===== src/hdl/clutPkg.sv =====
package clutPkg;

	// Palette identifier and texel index sizes
	localparam int clutIdWidth = 15;
	localparam int indexWidth = 8;

	// One storage word packs two 16-bit colours
	localparam int colorWidth = 16;
	localparam int wordWidth = 32;

	// A block is 16 colours, so the upper four index bits select it
	localparam int blockCount = 16;
	localparam int blockIdxWidth = 4;
	localparam int wordsPerBlock = 8;
	localparam int wordIdxWidth = 3;

	// Storage is addressed by the block index followed by the word index
	localparam int storageWords = blockCount * wordsPerBlock;
	localparam int storageAddrWidth = blockIdxWidth + wordIdxWidth;

	// Byte address on APB: identifier, block, word, then two zero bits
	localparam int addrWidth = clutIdWidth + storageAddrWidth + 2;

	typedef enum logic [1:0] {
		idle,
		setup,
		access,
		done
	} fillState;

endpackage


===== src/hdl/clutFillIf.sv =====
interface clutFillIf;

	// One pulse per stored word during a block fill
	logic write;

	// Held for the whole fill of one block
	logic [clutPkg::blockIdxWidth-1:0] blockIdx;

	logic [clutPkg::wordIdxWidth-1:0] wordIdx;
	logic [clutPkg::wordWidth-1:0] data;

	modport fill (
		output write,
		output blockIdx,
		output wordIdx,
		output data
	);

	modport cache (
		input write,
		input blockIdx,
		input wordIdx,
		input data
	);

endinterface


===== src/hdl/clutFill.sv =====
module clutFill (
	input  logic clk,
	input  logic reset,
	input  logic [clutPkg::clutIdWidth-1:0] clutId,
	input  logic clutChanged,

	input  logic reqValid1,
	input  logic [clutPkg::indexWidth-1:0] reqIdx1,
	input  logic hit1,
	input  logic reqValid2,
	input  logic [clutPkg::indexWidth-1:0] reqIdx2,
	input  logic hit2,

	clutFillIf.fill fillPort,

	output logic pSel,
	output logic pEnable,
	output logic pWrite,
	output logic [clutPkg::addrWidth-1:0] pAddr,
	input  logic [clutPkg::wordWidth-1:0] pRdata,
	input  logic pReady
);

	clutPkg::fillState state;
	logic [clutPkg::clutIdWidth-1:0] fillId;
	logic [clutPkg::blockIdxWidth-1:0] blockIdx;
	logic [clutPkg::wordIdxWidth-1:0] wordIdx;
	logic abort;
	logic miss1;
	logic miss2;
	logic wordDone;

	assign miss1 = reqValid1 && !hit1;
	assign miss2 = reqValid2 && !hit2;
	assign wordDone = (state == clutPkg::access) && pReady;

	always_ff @(posedge clk) begin
		if (reset) begin
			state <= clutPkg::idle;
			wordIdx <= '0;
			abort <= 1'b0;
		end else begin
			case (state)
				clutPkg::idle: begin
					abort <= 1'b0;
					wordIdx <= '0;
					if (miss1 || miss2) begin
						state <= clutPkg::setup;
					end
				end
				clutPkg::setup: begin
					state <= clutPkg::access;
					if (clutChanged) begin
						abort <= 1'b1;
					end
				end
				clutPkg::access: begin
					if (pReady) begin
						// A palette change makes the rest of this block worthless
						if (abort || clutChanged) begin
							state <= clutPkg::idle;
						end else if (wordIdx == clutPkg::wordIdxWidth'(clutPkg::wordsPerBlock - 1)) begin
							state <= clutPkg::done;
						end else begin
							wordIdx <= wordIdx + 1'b1;
							state <= clutPkg::setup;
						end
					end else if (clutChanged) begin
						abort <= 1'b1;
					end
				end
				default: begin
					state <= clutPkg::idle;
				end
			endcase
		end
	end

	// Port 1 wins when both ports miss
	always_ff @(posedge clk) begin
		if (state == clutPkg::idle) begin
			fillId <= clutId;
			blockIdx <= miss1 ? reqIdx1[clutPkg::indexWidth-1 -: clutPkg::blockIdxWidth]
				: reqIdx2[clutPkg::indexWidth-1 -: clutPkg::blockIdxWidth];
		end
	end

	assign pSel = (state == clutPkg::setup) || (state == clutPkg::access);
	assign pEnable = (state == clutPkg::access);
	assign pWrite = 1'b0;
	assign pAddr = {fillId, blockIdx, wordIdx, 2'b00};

	// The returned word goes straight into the cache on the pReady cycle
	assign fillPort.write = wordDone && !abort && !clutChanged;
	assign fillPort.blockIdx = blockIdx;
	assign fillPort.wordIdx = wordIdx;
	assign fillPort.data = pRdata;

endmodule


===== src/flat_wrapper.sv =====
// flat-port wrapper written by rule: the top's interface ports become plain ports
module clutFill_flat 
  (clk, reset, clutId, clutChanged, reqValid1, reqIdx1, hit1, reqValid2, reqIdx2, hit2, pSel, pEnable, pWrite, pAddr, pRdata, pReady, fillPort_write, fillPort_blockIdx, fillPort_wordIdx, fillPort_data);
  clutFillIf fillPort_i ();
  input  logic clk;
  input  logic reset;
  input  logic [clutPkg::clutIdWidth-1:0] clutId;
  input  logic clutChanged;
  input  logic reqValid1;
  input  logic [clutPkg::indexWidth-1:0] reqIdx1;
  input  logic hit1;
  input  logic reqValid2;
  input  logic [clutPkg::indexWidth-1:0] reqIdx2;
  input  logic hit2;
  output logic pSel;
  output logic pEnable;
  output logic pWrite;
  output logic [clutPkg::addrWidth-1:0] pAddr;
  input  logic [clutPkg::wordWidth-1:0] pRdata;
  input  logic pReady;
  output wire logic [$bits(fillPort_i.write)-1:0] fillPort_write;
  output wire logic [$bits(fillPort_i.blockIdx)-1:0] fillPort_blockIdx;
  output wire logic [$bits(fillPort_i.wordIdx)-1:0] fillPort_wordIdx;
  output wire logic [$bits(fillPort_i.data)-1:0] fillPort_data;
  assign fillPort_write = fillPort_i.write;
  assign fillPort_blockIdx = fillPort_i.blockIdx;
  assign fillPort_wordIdx = fillPort_i.wordIdx;
  assign fillPort_data = fillPort_i.data;
  clutFill u_core (.clk(clk), .reset(reset), .clutId(clutId), .clutChanged(clutChanged), .reqValid1(reqValid1), .reqIdx1(reqIdx1), .hit1(hit1), .reqValid2(reqValid2), .reqIdx2(reqIdx2), .hit2(hit2), .fillPort(fillPort_i), .pSel(pSel), .pEnable(pEnable), .pWrite(pWrite), .pAddr(pAddr), .pRdata(pRdata), .pReady(pReady));
endmodule

===== config.mk =====
export PLATFORM = sky130hd
export DESIGN_NAME = clutFill_flat
export DESIGN_NICKNAME = d
export VERILOG_FILES = /design/src/hdl/clutPkg.sv /design/src/hdl/clutFillIf.sv /design/src/hdl/clutFill.sv /design/src/flat_wrapper.sv
export SDC_FILE = /design/constraint.sdc
export NUM_CORES = 1
export LEC_CHECK = 0
export BUFFER_PORTS_ARGS = -buffer_cell sky130_fd_sc_hd__buf_4
export CORE_AREA = 4 4 65 67
export CTS_CLUSTER_SIZE = 20
export DETAILED_ROUTE_END_ITERATION = 6
export DIE_AREA = 0 0 69 71
export PLACE_DENSITY = 0.8
export REMOVE_ABC_BUFFERS = 1
export SLEW_MARGIN = 5
export SYNTH_ARGS = -nofsm -noshare
export SYNTH_HDL_FRONTEND = slang
export SYNTH_SLANG_ARGS = --single-unit
export TNS_END_PERCENT = 50

===== constraint.sdc =====
create_clock -name clk -period 4.6 [get_ports clk]
set_input_delay 0.23 -clock clk [delete_from_list [all_inputs] [get_ports clk]]
set_output_delay 0.23 -clock clk [all_outputs]
set_load 0.1 [all_outputs]

==> impl_results.md, run 1 <==
- Gpl congestion: about 0.70
- Area delta synth->final: 19.44%
- Core ar.: around 3600 um^2
- FF-to-FF End: u_core.state[1]$_SDFFE_PP0P_
- Post-route ant nets: 0
- Critical Path Max Stage Delay: just over 0.8 ns
- Maxcap violations: 0
- CTS H-tree depth: 1
- # nets final: approximately 220
- CTS root buffer: clkbuf_8
- CTS tree: yes
- Post-synthesis xor/xnor area fraction: 0
- Initial antenna violation count: 0
- TNS Setup: 0 ns
- WP depth: 4
- CTS resizes: 0
- WP buf/inv: 1
- Vias post-DR: just over 900
- CP Class: reg2reg
- Post-Synth Adder-Cell Area: 0.05556
- Fin. max-slew vios: 0
- Placed wire-length estimate: 3344 um
- Worst path slowest cell: ha_1
- Post-CTS setup buffer count: 0
- Status: complete, no violations
- Max_slew headroom: 0.3502
- Die area: approximately 5000 um^2
- CP Cell Sequence: inv_1 > ha_1 > a32oi_1 > a2111oi_2
- Worst-path clk slew: 0.09 ns
- Hold crit path type: in2reg
- FF-to-FF Start: u_core.state[0]$_SDFFE_PP0P_
- Period utilization: 0.4662
- First-pass GRT wire length: around 5700 um
- Flop-to-flop setup slack: 2.46 ns
- Initial DRT Pass Iterations: 4
- Worst path required time: 4.77 ns
- Seq cells post-synth: 25
- Initial Util: 0.3719
- Antenna cells: 0
- Die Width: 69 um
- Filler cells: 351
- CP endpoint kind: flip-flop
- TritonCTS Sinks: 25
- Largest family of logic cells by synthesized area: buffers and inverters
- Simple-gate portion of the synthesized area: 0.07870
- Post-synth cell types: 26
- P per Cell Area: roughly 920 nW/um^2
- DRC violations left: 0
- Final Setup Violations: 0
- Clock buffer depth: 2
- 1st-iter DRT viols: 42
- Total gr overflow: 0
- Yosys warns: 0
- # IOs: about 140
- Critical Path Sink: u_core.state[1]$_SDFFE_PP0P_
- Synthesized area per cell: between 10 and 15 um^2
- Max FO, Critical Path: 23
- Vias in the first global route: approximately 970
- Clk_lat worst skew: 0.26 ns
- Rows: 22
- Synth top area cells: edfxtp_1 (42%), buf_4 (23%), dfxtp_1 (8.9%)
- Hold_buf cts: 0
- Final-report hold violation count: 0
- Vias/cell: slightly below 5
- Crit path launch: u_core.state[0]$_SDFFE_PP0P_
- Unrepaired setup endpoints after global routing: no
- Register area share after synthesis: 0.5111
- DRT Wirelength: roughly 3900 um
- Crit-path leading delay family: adder cells
- Cts bufs inserted: 3
- Lkg Pwr: 0.7174 nW
- Worst-Margin Slew: roughly 0.97 ns
- Reg2Reg Depth: 4
- Maximum vdd drop: between 500 and 600 uV
- WL/cell: roughly 21 um
- Final Critical Period: around 2.1 ns
- F_max: around 470 MHz
- Gr usage total: 0.1570
- Top cell type's share of synthesized area: 0.4222
- Mux contribution to synthesized area: 0.04074
- Synth Instances: 113
- CP arrival: approximately 2.3 ns
- Die Span Y: around 71 um
- Worst-case clock skew: around 0.0067 ns
- Layout cell share with drive strength beyond 1: 0.5108
- Synthesized area: roughly 1400 um^2
- CP Launch Type: flip-flop
- PortBufs: 62
- Yosys top cell by area: edfxtp_1
- Compound-Gate Fraction of Synth Area: 0.06667
- Largest net degree at the start of global routing: 24
- Final core utilization: 0.4442
## through the flow
stage / worst slack [ns] / area [um^2] / std cells / power [W] / hold WS (ns)
floorplan: 1.676 / 1044 / 73 / 0.001171 / 0.2989
global route: 2.265 / 1614 / 187 / 0.001538 / 0.1156
global placement: 2.585 / 1569 / 183 / 0.001347 / 0.4089
CTS: 2.415 / 1614 / 187 / 0.001492 / 0.1318
detailed placement: 2.436 / 1569 / 183 / 0.001365 / 0.4099
finish: 2.456 / 1614 / 187 / 0.001480 / 0.1399
## cell usage in the layout (no fill, tap or decap), drive strengths merged, types with 2 or more instances in the layout
master,synthesis,final
buf,42,62
edfxtp,19,19
ha,6,6
dfxtp,6,6
nand2b,5,5
a21oi,5,5
inv,4,4
mux2,4,4
clkbuf,0,4
o211ai,3,3
conb,1,3
nor2b,2,2
nand3,2,2
## synth_stat cells
master     count
buf_4         42
edfxtp_1      19
dfxtp_1        6
ha_1           6
a21oi_1        5
nand2b_1       5
inv_1          4
mux2_2         4
o211ai_1       3
nand3_1        2
nor2b_1        2
a2111oi_2      1
a211oi_1       1
a31oi_1        1
a32oi_1        1
and3_1         1
and4_1         1
conb_1         1
mux2i_1        1
nand2_1        1
nor2_1         1
nor3_1         1
nor3b_1        1
o21ai_0        1
or3_1          1
or3b_4         1
## worst min-delay path by stage
| stage | from | end | cells past startpoint |
|---|---|---|---|
| 3_3_place_gp | clutId[3] | u_core.fillId[3]$_DFFE_PN_ | 1 |
| 6_report | clutId[10] | u_core.fillId[10]$_DFFE_PN_ | 1 |
| 2_1_floorplan | reset | u_core.state[1]$_SDFFE_PP0P_ | 1 |
| 3_5_place_dp | clutId[10] | u_core.fillId[10]$_DFFE_PN_ | 1 |
| 5_1_grt | clutId[8] | u_core.fillId[8]$_DFFE_PN_ | 1 |
| 4_1_cts | clutId[10] | u_core.fillId[10]$_DFFE_PN_ | 1 |
## power breakdown
group / total (W) / internal [W] / switching, W
registers: 0.000384 / 0.000349 / 0.0000350
clock network: 0.000126 / 0.0000617 / 0.0000643
logic: 0.000970 / 0.000173 / 0.000797
total: 0.00148 / 0.000584 / 0.000896
## metal layers
metal | global-route usage | wire length (um) | part of all wire | vias to the layer above
met4 | 0.05206 | 29 | 0.0074 | 2
met5 | 0.06061 | 45 | 0.012 | -
met2 | 0.2055 | 1642 | 0.42 | 90
met1 | 0.1655 | 1317 | 0.34 | 413
li1 | - | - | - | 401
met3 | 0.1605 | 871 | 0.22 | 4
## worst reg2reg max path, cell delays in order, from the launching register on
cell and delay [ns]:
dfxtp_1 0.36, inv_1 0.16, ha_1 0.82, a32oi_1 0.31, a2111oi_2 0.41
## flip-flops by register name, summed over array words and instances (netlist names)
signal / cells
u_core.fillId: 15
u_core.fillPort.blockIdx: 4
u_core.fillPort.wordIdx: 3
u_core.state: 2
u_core.abort: 1
## kinds of logic (layout without fill, tap and decap cells)
logic type / count (synthesis) / after routing
AO/OA/AOI/OAI: 13 / 13
adder cells (fa/ha/maj): 6 / 6
buffers and inverters: 46 / 70
flip-flops: 25 / 25
multiplexers: 5 / 5
other: 1 / 3
AND/OR/NAND/NOR: 17 / 17
## layout make-up
type / count / area (um^2) / area share
sequential: 25 / 690.7 / 0.4279
timing repair buffer: 62 / 465.4 / 0.2884
multi-input combinational: 44 / 337.8 / 0.2093
tap: 48 / 60.06 / 0.03721
clock buffer: 4 / 45.04 / 0.02791
inverter: 4 / 15.01 / 0.009302
Power figures use the tool's default switching activity.
==> run 2: changes to the inputs <==
- CORE_AREA: 4 4 65 67 -> 4 4 68 70
- DIE_AREA: 0 0 69 71 -> 0 0 72 74
- PLACE_DENSITY: 0.8 -> 0.74
- clock period: 4.6 -> 2.2 ns (I/O delays scaled with it)
==> run 2 against run 1 <==
  * Clock-buffer cell count did not move
  * Global-route usage is 2.0 points lower
  * Non-clock buffer count is 4 higher
  * Critical path type unchanged
  * Critical path depth is 1 higher
==> impl_results.md, run 2 (synthesis results as in run 1) <==
- Critical Path Max Stage Delay: 0.43 ns (-0.39 ns)
- Placed wire-length estimate: 3278 um (-1.9%)
- # nets final: 221 (+1.8%)
- CP Cell Sequence: inv_1 > ha_1 > nor3b_1 > a31oi_1 > a2111oi_2
- CTS tree: yes
- Maximum vdd drop: 1168 uV (+120%)
- Gpl congestion: 0.7203 (+3.6%)
- DRT Wirelength: 3824 um (-2.1%)
- Clock buffer depth: 2 (unchanged)
- Die Width: 72 um (+4.3%)
- FF-to-FF Start: u_core.state[0]$_SDFFE_PP0P_
- CP arrival: 1.86 ns (-0.45 ns)
- Antenna cells: 0 (unchanged)
- Most common cell after layout, fill and taps aside: buf_4
- FF-to-FF End: u_core.state[1]$_SDFFE_PP0P_
- Worst-path clk slew: 0.08 ns (about the same)
- Reg2Reg Depth: 5 (+1)
- Worst path required time: 2.36 ns (-2.41 ns)
- CP Class: reg2reg
- Final core utilization: 0.4159 (-0.02834)
- Maxcap violations: 0 (unchanged)
- Lkg Pwr: 0.7350 nW (+2.5%)
- Die Span Y: 74 um (+4.2%)
- Grt peak-use layer: met2
- DRC violations left: 0 (unchanged)
- Initial Util: 0.3403 (-0.03164)
- WP buf/inv: 1 (unchanged)
- Hold crit path type: in2reg
- CP endpoint kind: flip-flop
- WP depth: 5 (+1)
- Post-route ant nets: 0 (unchanged)
- F_max: 586.4 MHz (+26%)
- Vias in the first global route: 948 (-2.5%)
- Total gr overflow: 0 (unchanged)
- Worst-case clock skew: 0.001437 ns (-0.005299 ns)
- Vias post-DR: 924 (+1.5%)
- Rows: 23 (+4.5%)
- Clk_lat worst skew: 0.26 ns (about the same)
- Status: complete, no violations
- Unrepaired setup endpoints after global routing: no
- Core ar.: 3971 um^2 (+9.3%)
- Routing usage on met3: 0.1014 (-0.05916)
- CTS resizes: 0 (unchanged)
- TritonCTS Sinks: 25 (unchanged)
- First-pass GRT wire length: 5209 um (-8.3%)
- Biggest regs: u_core.fillId x15, u_core.fillPort.blockIdx x4, u_core.fillPort.wordIdx x3
- WL/cell: 19.81 um (-5.1%)
- Max FO, Critical Path: 4 (-83%)
- CP Launch Type: flip-flop
- Period utilization: 0.7752 (+0.3090)
- Hold_buf cts: 0 (unchanged)
- CTS H-tree depth: 1 (unchanged)
- Final Critical Period: 1.705 ns (-0.4390 ns)
- # IOs: 138 (unchanged)
- Final hold slack: 0.02300 ns (-0.1169 ns)
- Vias/cell: 4.788 (-1.6%)
- Fin. max-slew vios: 0 (unchanged)
- Biggest register: u_core.fillId
- PortBufs: 62 (unchanged)
- Final Setup Violations: 0 (unchanged)
- CTS root buffer: clkbuf_8
- Worst path slowest cell: nor3b_1
- Flop-to-flop setup slack: 0.49 ns (-1.96 ns)
- Area delta synth->final: 22.22%
- Most frequent cells in the layout: buf_4 (64), edfxtp_1 (19), ha_1 (6), dfxtp_1 (6)
- Filler cells: 420 (+20%)
- P per Cell Area: 1887 nW/um^2 (+110%)
- Largest register FFs: 15 (unchanged)
- Final-report hold violation count: 0 (unchanged)
- Met2 usage: 0.1908 (-0.01469)
- Critical Path Sink: u_core.state[1]$_SDFFE_PP0P_
- Crit path launch: u_core.state[0]$_SDFFE_PP0P_
- Met1 Use GR: 0.1579 (-0.007560)
- Gr usage total: 0.1369 (-0.02009)
- Initial antenna violation count: 0 (unchanged)
- Largest net degree at the start of global routing: 14 (-42%)
- Die area: 5328 um^2 (+8.8%)
- Cts bufs inserted: 3 (unchanged)
- 1st-iter DRT viols: 40 (-4.8%)
- Layout cell share with drive strength beyond 1: 0.5105 (about the same)
- Post-CTS setup buffer count: 0 (unchanged)
- Initial DRT Pass Iterations: 4 (unchanged)
- Crit-path leading delay family: compound AO/OA/AOI/OAI gates
==> run 2: worst min-delay path by stage <==
stage,startpoint,to,slack [ns],depth (start not counted)
floorplan,reset,u_core.state[1]$_SDFFE_PP0P_,0.18,1
global placement,pRdata[0],fillPort_data[0],0.22,0
detailed placement,pRdata[0],fillPort_data[0],0.22,0
CTS,clutId[6],u_core.fillId[6]$_DFFE_PN_,0.01,1
global route,clutId[10],u_core.fillId[10]$_DFFE_PN_,0.002,1
finish,clutId[10],u_core.fillId[10]$_DFFE_PN_,0.02,1
==> run 2: final cells by class <==
cell class	instances	area, um^2	share of cell area
repair buffers	66	500.5	0.3030
well taps	50	62.56	0.03788
inverters	4	15.01	0.009091
flip-flops and latches	25	690.7	0.4182
clock buffers	4	45.04	0.02727
multi-input cells	44	337.8	0.2045
==> run 2: worst reg2reg max path: stages, from the launching register on <==
cell and delay, ns:
dfxtp_1 0.34, inv_1 0.12, ha_1 0.23, nor3b_1 0.43
a31oi_1 0.18, a2111oi_2 0.31
==> run 2: per-layer routing <==
layer  routed length [um]  share of wire
met1                 1486           0.39
met2                 1600           0.42
met3                  657           0.17
met4                   34         0.0089
met5                   45          0.012
==> run 2: power breakdown <==
group / switching [W] / internal [W]
registers: 0.0000714 / 0.000724
clock network: 0.000131 / 0.000129
logic: 0.00167 / 0.000391
total: 0.00187 / 0.00124
==> run 2: through the flow <==
stage | instance area (um^2) | power, W | setup slack [ns] | setup TNS [ns] | cells
2_1_floorplan | 1044 | 0.002448 | -0.6044 | -2.264 | 73
3_3_place_gp | 1587 | 0.002846 | 0.5991 | 0 | 187
3_5_place_dp | 1587 | 0.002879 | 0.5245 | 0 | 187
4_1_cts | 1632 | 0.003149 | 0.4960 | 0 | 191
5_1_grt | 1652 | 0.003243 | 0.3293 | 0 | 193
6_report | 1652 | 0.003117 | 0.4947 | 0 | 193
